==> src/source/udp_src_pkg.sv <==
`default_nettype none

package udp_src_pkg;

  // ==========================================================
  // stream widths
  // ==========================================================
  typedef logic [63:0] axis_data_t;
  typedef logic [7:0]  axis_keep_t;

  // packet numbering and beat position
  typedef logic [31:0] pkt_seq_t;
  typedef logic [1:0]  beat_idx_t;

  // generator fsm
  typedef enum logic {
    fr_idle,
    fr_send
  } framer_state_t;

  // ==========================================================
  // packet shape
  // ==========================================================
  localparam int unsigned BEATS_PER_PKT = 4;
  localparam axis_keep_t  KEEP_ALL      = 8'hff;

  // greeting text, first character in byte 0
  // "Hello fr"
  localparam axis_data_t GREETING_0 = 64'h72_66_20_6f_6c_6c_65_48;
  // "om FPGA "
  localparam axis_data_t GREETING_1 = 64'h20_41_47_50_46_20_6d_6f;
  // "PKT no. "
  localparam axis_data_t GREETING_2 = 64'h20_2e_6f_6e_20_54_4b_50;

  // ascii 'a', base for hex digits above 9
  localparam logic [7:0] HEX_LOWER_A = 8'h61;

endpackage

`default_nettype wire
==> src/source/udp_test_source.sv <==
`default_nettype none

module udp_test_source #(
  parameter int unsigned PKT_INTERVAL = 15_625_000,
  parameter int unsigned ECHO_DEPTH   = 16
) (
  input  wire                          sys_clk_100MHz,
  input  wire                          tx_axis_aresetn,
  input  wire                          mmcm_locked,
  input  wire                          gen_sel,
  input  wire udp_src_pkg::axis_data_t echo_in_data,
  input  wire udp_src_pkg::axis_keep_t echo_in_keep,
  input  wire                          echo_in_valid,
  input  wire                          echo_in_last,
  input  wire                          tx_ready,
  output wire                          udp_enable,
  output wire                          sfp_tx_disable,
  output wire                          echo_in_ready,
  output wire udp_src_pkg::axis_data_t tx_data,
  output wire udp_src_pkg::axis_keep_t tx_keep,
  output wire                          tx_valid,
  output wire                          tx_last
);

  import udp_src_pkg::*;

  // pacer to framer
  wire           req_valid;
  wire           req_ready;
  wire pkt_seq_t req_seq;

  // framer to selector
  wire axis_data_t gen_data;
  wire axis_keep_t gen_keep;
  wire             gen_valid;
  wire             gen_last;
  wire             gen_ready;

  // fifo to selector
  wire axis_data_t echo_data;
  wire axis_keep_t echo_keep;
  wire             echo_valid;
  wire             echo_last;
  wire             echo_ready;

  // ==========================================================
  // lock and enable
  // ==========================================================
  lock_sync lock_sync_i (
    .sys_clk_100MHz  (sys_clk_100MHz),
    .tx_axis_aresetn (tx_axis_aresetn),
    .mmcm_locked     (mmcm_locked),
    .udp_enable      (udp_enable),
    .sfp_tx_disable  (sfp_tx_disable)
  );

  // ==========================================================
  // generator path
  // ==========================================================
  packet_pacer #(
    .PKT_INTERVAL (PKT_INTERVAL)
  ) packet_pacer_i (
    .sys_clk_100MHz  (sys_clk_100MHz),
    .tx_axis_aresetn (tx_axis_aresetn),
    .udp_enable      (udp_enable),
    .req_ready       (req_ready),
    .req_valid       (req_valid),
    .req_seq         (req_seq)
  );

  payload_framer payload_framer_i (
    .sys_clk_100MHz  (sys_clk_100MHz),
    .tx_axis_aresetn (tx_axis_aresetn),
    .req_valid       (req_valid),
    .req_seq         (req_seq),
    .gen_ready       (gen_ready),
    .req_ready       (req_ready),
    .gen_data        (gen_data),
    .gen_keep        (gen_keep),
    .gen_valid       (gen_valid),
    .gen_last        (gen_last)
  );

  // echo path buffer
  echo_fifo #(
    .ECHO_DEPTH (ECHO_DEPTH)
  ) echo_fifo_i (
    .sys_clk_100MHz  (sys_clk_100MHz),
    .tx_axis_aresetn (tx_axis_aresetn),
    .echo_in_data    (echo_in_data),
    .echo_in_keep    (echo_in_keep),
    .echo_in_valid   (echo_in_valid),
    .echo_in_last    (echo_in_last),
    .echo_ready      (echo_ready),
    .echo_in_ready   (echo_in_ready),
    .echo_data       (echo_data),
    .echo_keep       (echo_keep),
    .echo_valid      (echo_valid),
    .echo_last       (echo_last)
  );

  // packet-boundary mux and output stage
  source_select source_select_i (
    .sys_clk_100MHz  (sys_clk_100MHz),
    .tx_axis_aresetn (tx_axis_aresetn),
    .gen_sel         (gen_sel),
    .gen_data        (gen_data),
    .gen_keep        (gen_keep),
    .gen_valid       (gen_valid),
    .gen_last        (gen_last),
    .echo_data       (echo_data),
    .echo_keep       (echo_keep),
    .echo_valid      (echo_valid),
    .echo_last       (echo_last),
    .tx_ready        (tx_ready),
    .gen_ready       (gen_ready),
    .echo_ready      (echo_ready),
    .tx_data         (tx_data),
    .tx_keep         (tx_keep),
    .tx_valid        (tx_valid),
    .tx_last         (tx_last)
  );

endmodule

`default_nettype wire

==> src/source/source_select.sv <==
`default_nettype none

module source_select (
  input  wire                          sys_clk_100MHz,
  input  wire                          tx_axis_aresetn,
  input  wire                          gen_sel,
  input  wire udp_src_pkg::axis_data_t gen_data,
  input  wire udp_src_pkg::axis_keep_t gen_keep,
  input  wire                          gen_valid,
  input  wire                          gen_last,
  input  wire udp_src_pkg::axis_data_t echo_data,
  input  wire udp_src_pkg::axis_keep_t echo_keep,
  input  wire                          echo_valid,
  input  wire                          echo_last,
  input  wire                          tx_ready,
  output logic                         gen_ready,
  output logic                         echo_ready,
  output udp_src_pkg::axis_data_t      tx_data,
  output udp_src_pkg::axis_keep_t      tx_keep,
  output logic                         tx_valid,
  output logic                         tx_last
);

  import udp_src_pkg::*;

  logic       in_pkt_q;
  logic       sel_q;
  logic       cur_sel;
  logic       take;
  logic       src_valid;
  logic       src_last;
  logic       xfer;
  axis_data_t src_data;
  axis_keep_t src_keep;

  // selection frozen while a packet is open
  assign cur_sel = in_pkt_q ? sel_q : gen_sel;

  // output stage can take a beat
  assign take = !tx_valid || tx_ready;

  // losing side just waits, never drained
  assign gen_ready  = take && cur_sel;
  assign echo_ready = take && !cur_sel;

  // ==========================================================
  // source mux
  // ==========================================================
  assign src_valid = cur_sel ? gen_valid : echo_valid;
  assign src_last  = cur_sel ? gen_last  : echo_last;
  assign src_data  = cur_sel ? gen_data  : echo_data;
  assign src_keep  = cur_sel ? gen_keep  : echo_keep;
  assign xfer      = take && src_valid;

  // packet tracking
  always_ff @(posedge sys_clk_100MHz or negedge tx_axis_aresetn) begin
    if (!tx_axis_aresetn) begin
      in_pkt_q <= 1'b0;
      sel_q    <= 1'b1;
    end else if (xfer) begin
      // first beat opens, last beat closes
      in_pkt_q <= !src_last;
      sel_q    <= cur_sel;
    end
  end

  // output register, valid part
  always_ff @(posedge sys_clk_100MHz or negedge tx_axis_aresetn) begin
    if (!tx_axis_aresetn) begin
      tx_valid <= 1'b0;
    end else if (take) begin
      tx_valid <= src_valid;
    end
  end

  // output register, payload part
  always_ff @(posedge sys_clk_100MHz) begin
    if (xfer) begin
      tx_data <= src_data;
      tx_keep <= src_keep;
      tx_last <= src_last;
    end
  end

endmodule

`default_nettype wire

==> src/source/echo_fifo.sv <==
`default_nettype none

module echo_fifo #(
  parameter int unsigned ECHO_DEPTH = 16
) (
  input  wire                          sys_clk_100MHz,
  input  wire                          tx_axis_aresetn,
  input  wire udp_src_pkg::axis_data_t echo_in_data,
  input  wire udp_src_pkg::axis_keep_t echo_in_keep,
  input  wire                          echo_in_valid,
  input  wire                          echo_in_last,
  input  wire                          echo_ready,
  output logic                         echo_in_ready,
  output udp_src_pkg::axis_data_t      echo_data,
  output udp_src_pkg::axis_keep_t      echo_keep,
  output logic                         echo_valid,
  output logic                         echo_last
);

  import udp_src_pkg::*;

  localparam int PTR_W = (ECHO_DEPTH > 1) ? $clog2(ECHO_DEPTH) : 1;

  // storage, no reset
  axis_data_t mem_data [ECHO_DEPTH];
  axis_keep_t mem_keep [ECHO_DEPTH];
  logic       mem_last [ECHO_DEPTH];

  logic [PTR_W-1:0] wr_ptr;
  logic [PTR_W-1:0] rd_ptr;
  logic [PTR_W:0]   count;

  logic wr_en;
  logic load_out;
  logic bypass;
  logic push;
  logic pop;

  assign echo_in_ready = (count != (PTR_W + 1)'(ECHO_DEPTH));
  assign wr_en         = echo_in_valid && echo_in_ready;

  // output reg empty or being drained
  assign load_out = !echo_valid || echo_ready;
  // empty buffer, write goes straight to the output
  assign bypass   = load_out && (count == '0) && wr_en;
  assign pop      = load_out && (count != '0);
  assign push     = wr_en && !bypass;

  // ==========================================================
  // pointers and fill level
  // ==========================================================
  always_ff @(posedge sys_clk_100MHz or negedge tx_axis_aresetn) begin
    if (!tx_axis_aresetn) begin
      wr_ptr     <= '0;
      rd_ptr     <= '0;
      count      <= '0;
      echo_valid <= 1'b0;
    end else begin
      if (push) wr_ptr <= wr_ptr + 1'b1;
      if (pop)  rd_ptr <= rd_ptr + 1'b1;
      count <= count + {{PTR_W{1'b0}}, push} - {{PTR_W{1'b0}}, pop};
      if (load_out) begin
        echo_valid <= pop || bypass;
      end
    end
  end

  // write side
  always_ff @(posedge sys_clk_100MHz) begin
    if (push) begin
      mem_data[wr_ptr] <= echo_in_data;
      mem_keep[wr_ptr] <= echo_in_keep;
      mem_last[wr_ptr] <= echo_in_last;
    end
  end

  // registered head of queue
  always_ff @(posedge sys_clk_100MHz) begin
    if (pop) begin
      echo_data <= mem_data[rd_ptr];
      echo_keep <= mem_keep[rd_ptr];
      echo_last <= mem_last[rd_ptr];
    end else if (bypass) begin
      echo_data <= echo_in_data;
      echo_keep <= echo_in_keep;
      echo_last <= echo_in_last;
    end
  end

endmodule

`default_nettype wire

==> src/source/payload_framer.sv <==
`default_nettype none

module payload_framer (
  input  wire                     sys_clk_100MHz,
  input  wire                     tx_axis_aresetn,
  input  wire                     req_valid,
  input  wire udp_src_pkg::pkt_seq_t req_seq,
  input  wire                     gen_ready,
  output logic                    req_ready,
  output udp_src_pkg::axis_data_t gen_data,
  output udp_src_pkg::axis_keep_t gen_keep,
  output logic                    gen_valid,
  output logic                    gen_last
);

  import udp_src_pkg::*;

  // ascii '0'
  localparam logic [7:0] HEX_DIGIT_0 = 8'h30;
  localparam beat_idx_t  LAST_BEAT   = beat_idx_t'(BEATS_PER_PKT - 1);

  framer_state_t state_q;
  beat_idx_t     beat_q;
  pkt_seq_t      seq_q;
  axis_data_t    seq_text;
  logic          gen_xfer;

  // seq number as 8 lower-case hex chars
  // most significant nibble lands in byte 0
  function automatic axis_data_t seq_to_hex(input pkt_seq_t seq);
    axis_data_t text;
    logic [3:0] nib;
    text = '0;
    for (int i = 0; i < 8; i++) begin
      nib = seq[4 * (7 - i) +: 4];
      if (nib < 4'd10) begin
        text[8 * i +: 8] = HEX_DIGIT_0 + {4'd0, nib};
      end else begin
        text[8 * i +: 8] = HEX_LOWER_A + {4'd0, nib} - 8'd10;
      end
    end
    return text;
  endfunction

  assign req_ready = (state_q == fr_idle);
  assign gen_valid = (state_q == fr_send);
  assign gen_last  = gen_valid && (beat_q == LAST_BEAT);
  assign gen_keep  = KEEP_ALL;
  assign gen_xfer  = gen_valid && gen_ready;
  assign seq_text  = seq_to_hex(seq_q);

  // beat payload select
  always_comb begin
    case (beat_q)
      2'd0:    gen_data = GREETING_0;
      2'd1:    gen_data = GREETING_1;
      2'd2:    gen_data = GREETING_2;
      default: gen_data = seq_text;
    endcase
  end

  // ==========================================================
  // fsm: idle until a request, then four beats
  // ==========================================================
  always_ff @(posedge sys_clk_100MHz or negedge tx_axis_aresetn) begin
    if (!tx_axis_aresetn) begin
      state_q <= fr_idle;
      beat_q  <= '0;
    end else begin
      case (state_q)
        fr_idle: begin
          if (req_valid) begin
            state_q <= fr_send;
            beat_q  <= '0;
          end
        end
        fr_send: begin
          if (gen_xfer) begin
            // back to idle right after the last beat
            if (beat_q == LAST_BEAT) begin
              state_q <= fr_idle;
            end
            beat_q <= beat_q + 1'b1;
          end
        end
        default: state_q <= fr_idle;
      endcase
    end
  end

  // seq latched on accept
  always_ff @(posedge sys_clk_100MHz) begin
    if (req_valid && req_ready) begin
      seq_q <= req_seq;
    end
  end

endmodule

`default_nettype wire

==> src/source/packet_pacer.sv <==
`default_nettype none

module packet_pacer #(
  parameter int unsigned PKT_INTERVAL = 15_625_000
) (
  input  wire                   sys_clk_100MHz,
  input  wire                   tx_axis_aresetn,
  input  wire                   udp_enable,
  input  wire                   req_ready,
  output logic                  req_valid,
  output udp_src_pkg::pkt_seq_t req_seq
);

  import udp_src_pkg::*;

  // timer counts 0 .. PKT_INTERVAL-1
  localparam int TIMER_W = (PKT_INTERVAL > 1) ? $clog2(PKT_INTERVAL) : 1;

  logic [TIMER_W-1:0] timer_q;
  logic               expire;
  logic               accept;

  assign expire = udp_enable && (timer_q == TIMER_W'(PKT_INTERVAL - 1));
  assign accept = req_valid && req_ready;

  // ==========================================================
  // interval timer
  // ==========================================================
  always_ff @(posedge sys_clk_100MHz or negedge tx_axis_aresetn) begin
    if (!tx_axis_aresetn) begin
      timer_q <= '0;
    end else if (!udp_enable) begin
      // held at zero while link is down
      timer_q <= '0;
    end else if (expire) begin
      timer_q <= '0;
    end else begin
      timer_q <= timer_q + 1'b1;
    end
  end

  // ==========================================================
  // request flag and sequence counter
  // ==========================================================
  always_ff @(posedge sys_clk_100MHz or negedge tx_axis_aresetn) begin
    if (!tx_axis_aresetn) begin
      req_valid <= 1'b0;
      req_seq   <= '0;
    end else begin
      // number advances only on accept, skipped ticks leave no gap
      if (accept) begin
        req_seq <= req_seq + 1'b1;
      end
      // tick while still pending is dropped
      if (expire && (!req_valid || req_ready)) begin
        req_valid <= 1'b1;
      end else if (accept) begin
        req_valid <= 1'b0;
      end
    end
  end

endmodule

`default_nettype wire

==> src/source/lock_sync.sv <==
`default_nettype none

module lock_sync (
  input  wire  sys_clk_100MHz,
  input  wire  tx_axis_aresetn,
  input  wire  mmcm_locked,
  output logic udp_enable,
  output logic sfp_tx_disable
);

  // two-stage synchronizer for the async lock
  logic [1:0] lock_q;

  always_ff @(posedge sys_clk_100MHz or negedge tx_axis_aresetn) begin
    if (!tx_axis_aresetn) begin
      lock_q <= 2'b00;
    end else begin
      lock_q <= {lock_q[0], mmcm_locked};
    end
  end

  // enable follows the second stage
  assign udp_enable = lock_q[1];

  // optical tx kept off until lock has settled
  // one more stage, so the laser comes up after the enable
  always_ff @(posedge sys_clk_100MHz or negedge tx_axis_aresetn) begin
    if (!tx_axis_aresetn) begin
      sfp_tx_disable <= 1'b1;
    end else begin
      sfp_tx_disable <= ~lock_q[1];
    end
  end

endmodule

`default_nettype wire

==> config.mk <==
export PLATFORM = sky130hd
export DESIGN_NAME = udp_test_source
export DESIGN_NICKNAME = d
export VERILOG_FILES = /design/src/source/udp_src_pkg.sv /design/src/source/udp_test_source.sv /design/src/source/source_select.sv /design/src/source/echo_fifo.sv /design/src/source/payload_framer.sv /design/src/source/packet_pacer.sv /design/src/source/lock_sync.sv
export SDC_FILE = /design/constraint.sdc
export NUM_CORES = 2
export LEC_CHECK = 0
export ABC_AREA = 1
export BUFFER_PORTS_ARGS = -buffer_cell sky130_fd_sc_hd__buf_4
export CORE_ASPECT_RATIO = 1.1
export CORE_MARGIN = 4
export CORE_UTILIZATION = 35
export DETAILED_ROUTE_END_ITERATION = 12
export PLACE_DENSITY = 0.48
export SLEW_MARGIN = 30
export SYNTH_ARGS = -nofsm -noshare
export SYNTH_HDL_FRONTEND = slang
export SYNTH_SLANG_ARGS = --single-unit
==> constraint.sdc <==
create_clock -name sys_clk_100MHz -period 9.8 [get_ports sys_clk_100MHz]
set_clock_uncertainty 0.15 [all_clocks]
set_input_delay 0 -clock sys_clk_100MHz [delete_from_list [all_inputs] [get_ports sys_clk_100MHz]]
set_output_delay 0 -clock sys_clk_100MHz [all_outputs]
set_load 0.02 [all_outputs]
==> metrics.md <==
| Metric | Value |
|---|---|
| PortBufs | `155` |
| FP Rows | `157` |
| DP HPWL | `89120 um` |
| Nets | `5543` |
| Avg Cell Area, Syn | `11.48 um^2` |
| Area leader, netlist | `edfxtp_1` |
| Crit-path max FO | `127` |
| CTS tree | `done` |
| Clk slew on worst S/H paths | `0.06 ns` |
| Synth cell types | `42` |
| Area share of the largest cell type after synthesis | `68.38%` |
| Post-synth EDFFs | `1346` |
| Fin. Hold Viols | `0` |
| DRC | `0` |
| Sequential share of the synthesized area | `71.77%` |
| Layout cells sized above 1 | `8.654%` |
| Clock insertion delay at the later pin of the skew report | `0.79 ns` |
| Fin crit period | `4.019 ns` |
| Ys async rst share | `5.610%` |
| 1st-iter DRT viols | `3459` |
| Slew Limit Fails | `0` |
| Setup TNS | `0 ns` |
| Flops & latches, synth | `1426` |
| First-pass GRT wire length | `257800 um` |
| Leak | `25.89 nW` |
| Total track usage | `19.72%` |
| Worst Setup EP | `echo_fifo_i.echo_keep[5]` |
| Relative slew slack | `15.45%` |
| Antenna-violating nets left | `0` |
| Reg-to-reg endpoint | `echo_fifo_i.echo_keep[5]` |
| Worst hold path type | `input pin to register` |
| Required time of the worst setup path | `10.30 ns` |
| PwrDens | `303.7 mW/mm^2` |
| CP Class | `register to register` |
| Critical Path Source Type | `register` |
| DRT Pass-1 Iters | `6` |
| Ys flop type | `edfxtp_1` |
| Vias in the first global route | `37730` |
| Clock Path Buffers | `3` |
| Initial antenna violation count | `12` |
| Die ar. | `0.1755 mm^2` |
| Worst setup EP type | `register` |
| Via count | `38990` |
| Pin count of the biggest net entering global routing | `313` |
| GRT overflow | `0` |
| WL/cell | `22.48 um` |
| Starting density of the core | `35.36%` |
| Area delta synth->final | `16.36%` |
| Clock sink count | `1426` |
| Die Y-Extent | `439.0 um` |
| H-tree level count | `4` |
| Synthesized Nets | `5253` |
| I/O pin cnt | `156` |
| Synth warn | `0` |
| Dpl cells | `7316` |
| RSZ-0062 raised after global routing | `false` |
| Die width | `399.8 um` |
| Synth top area cells | `edfxtp_1, nand2_1, nand3_1, dfrtp_1, buf_6` |
| Fmax | `0.2488 GHz` |
| Clk root buf | `clkbuf_16` |
| Status | `finished clean` |
| Number of max-cap violations | `0` |
| Worst Path Arrival | `4.52 ns` |
| Crit. Startpoint | `echo_fifo_i.rd_ptr[0]` |
| VDD IR max | `0.3411 mV` |
| Placed cell areas | `0.06199 mm^2` |
| Post-Route WL | `175100 um` |
| DR vias/cell | `5.008` |
| Final GP Congestion | `0.7945` |
| CTS Buf Count | `158` |
| Post-route insts no fill | `7786` |
| Worst Tran Pin Value | `1.268 ns` |
| R2r worst-path depth | `12` |
| Reg-to-Reg Start | `echo_fifo_i.rd_ptr[0]` |
| Final setup fails | `0` |
| Cell area after synthesis | `0.05911 mm^2` |
| Final Cycle Share | `41.01%` |
| Post-route cell area | `0.06878 mm^2` |
| Worst reg-to-reg setup slack | `5.78 ns` |
| Cts repair resizes | `0` |
| Core ar. | `0.1672 mm^2` |
| Hold path depth | `2` |
| Post-Syn Instances | `5147` |
-- area by class of cell --
class	instances	area (um^2)
antenna	2	5.005
clock buffer	213	4222
clock inverter	68	665.6
fill	15820	98390
inverter	134	551.8
multi-input combinational	3312	14470
sequential	1426	42440
tap	2226	2785
timing repair buffer	405	3638
-- synthesized netlist by cell type, drive strengths merged (4+ instances only) --
library cell	count
nand3b	7
ha	26
nand3	937
nand4	6
a21oi	30
xnor2	10
nor3	26
o211ai	10
or2	9
xor2	24
edfxtp	1346
clkbuf	34
inv	134
buf	241
nand2	2029
o21bai	4
nor2	130
dfrtp	78
o21ai	53
-- critical path, stage by stage (launching register included) --
cell	delay (ns)
dfrtp_4	0.88
buf_4	0.73
buf_12	0.19
buf_16	0.41
buf_16	0.40
nand2_1	0.10
nand3_1	0.10
nand3_1	0.16
nand2_1	0.20
nand2_1	0.09
nand2_1	0.11
nand2_1	0.05
nand2_1	0.09
-- flip-flops by register name, indices dropped and copies added (netlist names), 5 cells and up --
register                 cells
packet_pacer_i.timer_q      24
echo_fifo_i.count            5
echo_fifo_i.echo_keep        8
echo_fifo_i.mem_last        16
echo_fifo_i.mem_data      1024
echo_fifo_i.mem_keep       128
packet_pacer_i.req_seq      32
source_select_i.tx_keep      8
echo_fifo_i.echo_data       64
payload_framer_i.seq_q      32
source_select_i.tx_data     64
-- cell families after synthesis --
logic type,synth area share (%)
AND/OR/NAND/NOR,22.23
flip-flops,71.77
buffers and inverters,3.908
AO/OA/AOI/OAI,0.9991
XOR/XNOR,0.5038
adder cells (fa/ha/maj),0.5842
-- layer usage --
layer | global-route usage (%) | vias up | part of all wire [%]
met5 | 0 | - | 0.015
met4 | 4.985 | 4 | 2.0
met3 | 3.040 | 222 | 5.4
met2 | 31.90 | 1116 | 47
met1 | 27.84 | 19350 | 45
li1 | - | 18310 | -
-- through the flow --
| stage | hold slack (ns) | setup WS, ns | power [W] | util (%) |
|---|---|---|---|---|
| 2_1_floorplan | -0.4456 | 2.873 | 0.01286 | - |
| 3_3_place_gp | -0.1544 | 5.866 | 0.01531 | 37.04 |
| 3_5_place_dp | -0.1488 | 5.765 | 0.01533 | 37.08 |
| 4_1_cts | 0.006211 | 5.755 | 0.02113 | 41.13 |
| 5_1_grt | 0.01845 | 5.536 | 0.02209 | 41.14 |
| 6_report | 0.04504 | 5.781 | 0.02089 | 41.14 |
-- power by group --
| part | internal (W) | total (W) | switching, W |
|---|---|---|---|
| Sequential | 0.00777 | 0.00825 | 0.000485 |
| Clock | 0.00320 | 0.00568 | 0.00247 |
| Combinational | 0.00186 | 0.00696 | 0.00509 |
-- repair_timing --
item | CTS | global route
endpoints found under the hold margin | 1370 | 0
buffers inserted | 0 | 0
endpoints found under the setup margin | 0 | 0
hold buffers | 187 | 0
-- worst min-delay path by stage --
stage | start | to | slack (ns)
detailed placement | tx_axis_aresetn | lock_sync_i.lock_q[1] | -0.15
floorplan | tx_axis_aresetn | echo_fifo_i.count[0] | -0.45
finish | echo_in_data[48] | echo_fifo_i.mem_data[14][48] | 0.05
global placement | tx_axis_aresetn | lock_sync_i.lock_q[1] | -0.15
CTS | echo_in_data[36] | echo_fifo_i.mem_data[13][36] | 0.006
global route | echo_in_data[32] | echo_fifo_i.mem_data[14][32] | 0.02
-- cell usage in the layout (no fill, tap or decap), drive strengths merged, types with 26 or more instances in the layout --
| master | count |
|---|---|
| nand2 | 2029 |
| nor2 | 130 |
| buf | 219 |
| dfrtp | 78 |
| inv | 144 |
| clkbuf | 213 |
| nor3 | 26 |
| nand3 | 937 |
| dlygate4sd3 | 186 |
| a21oi | 30 |
| ha | 26 |
| edfxtp | 1346 |
| clkinv | 49 |
| o21ai | 53 |
No activity file was read; power rests on OpenSTA's default activity.
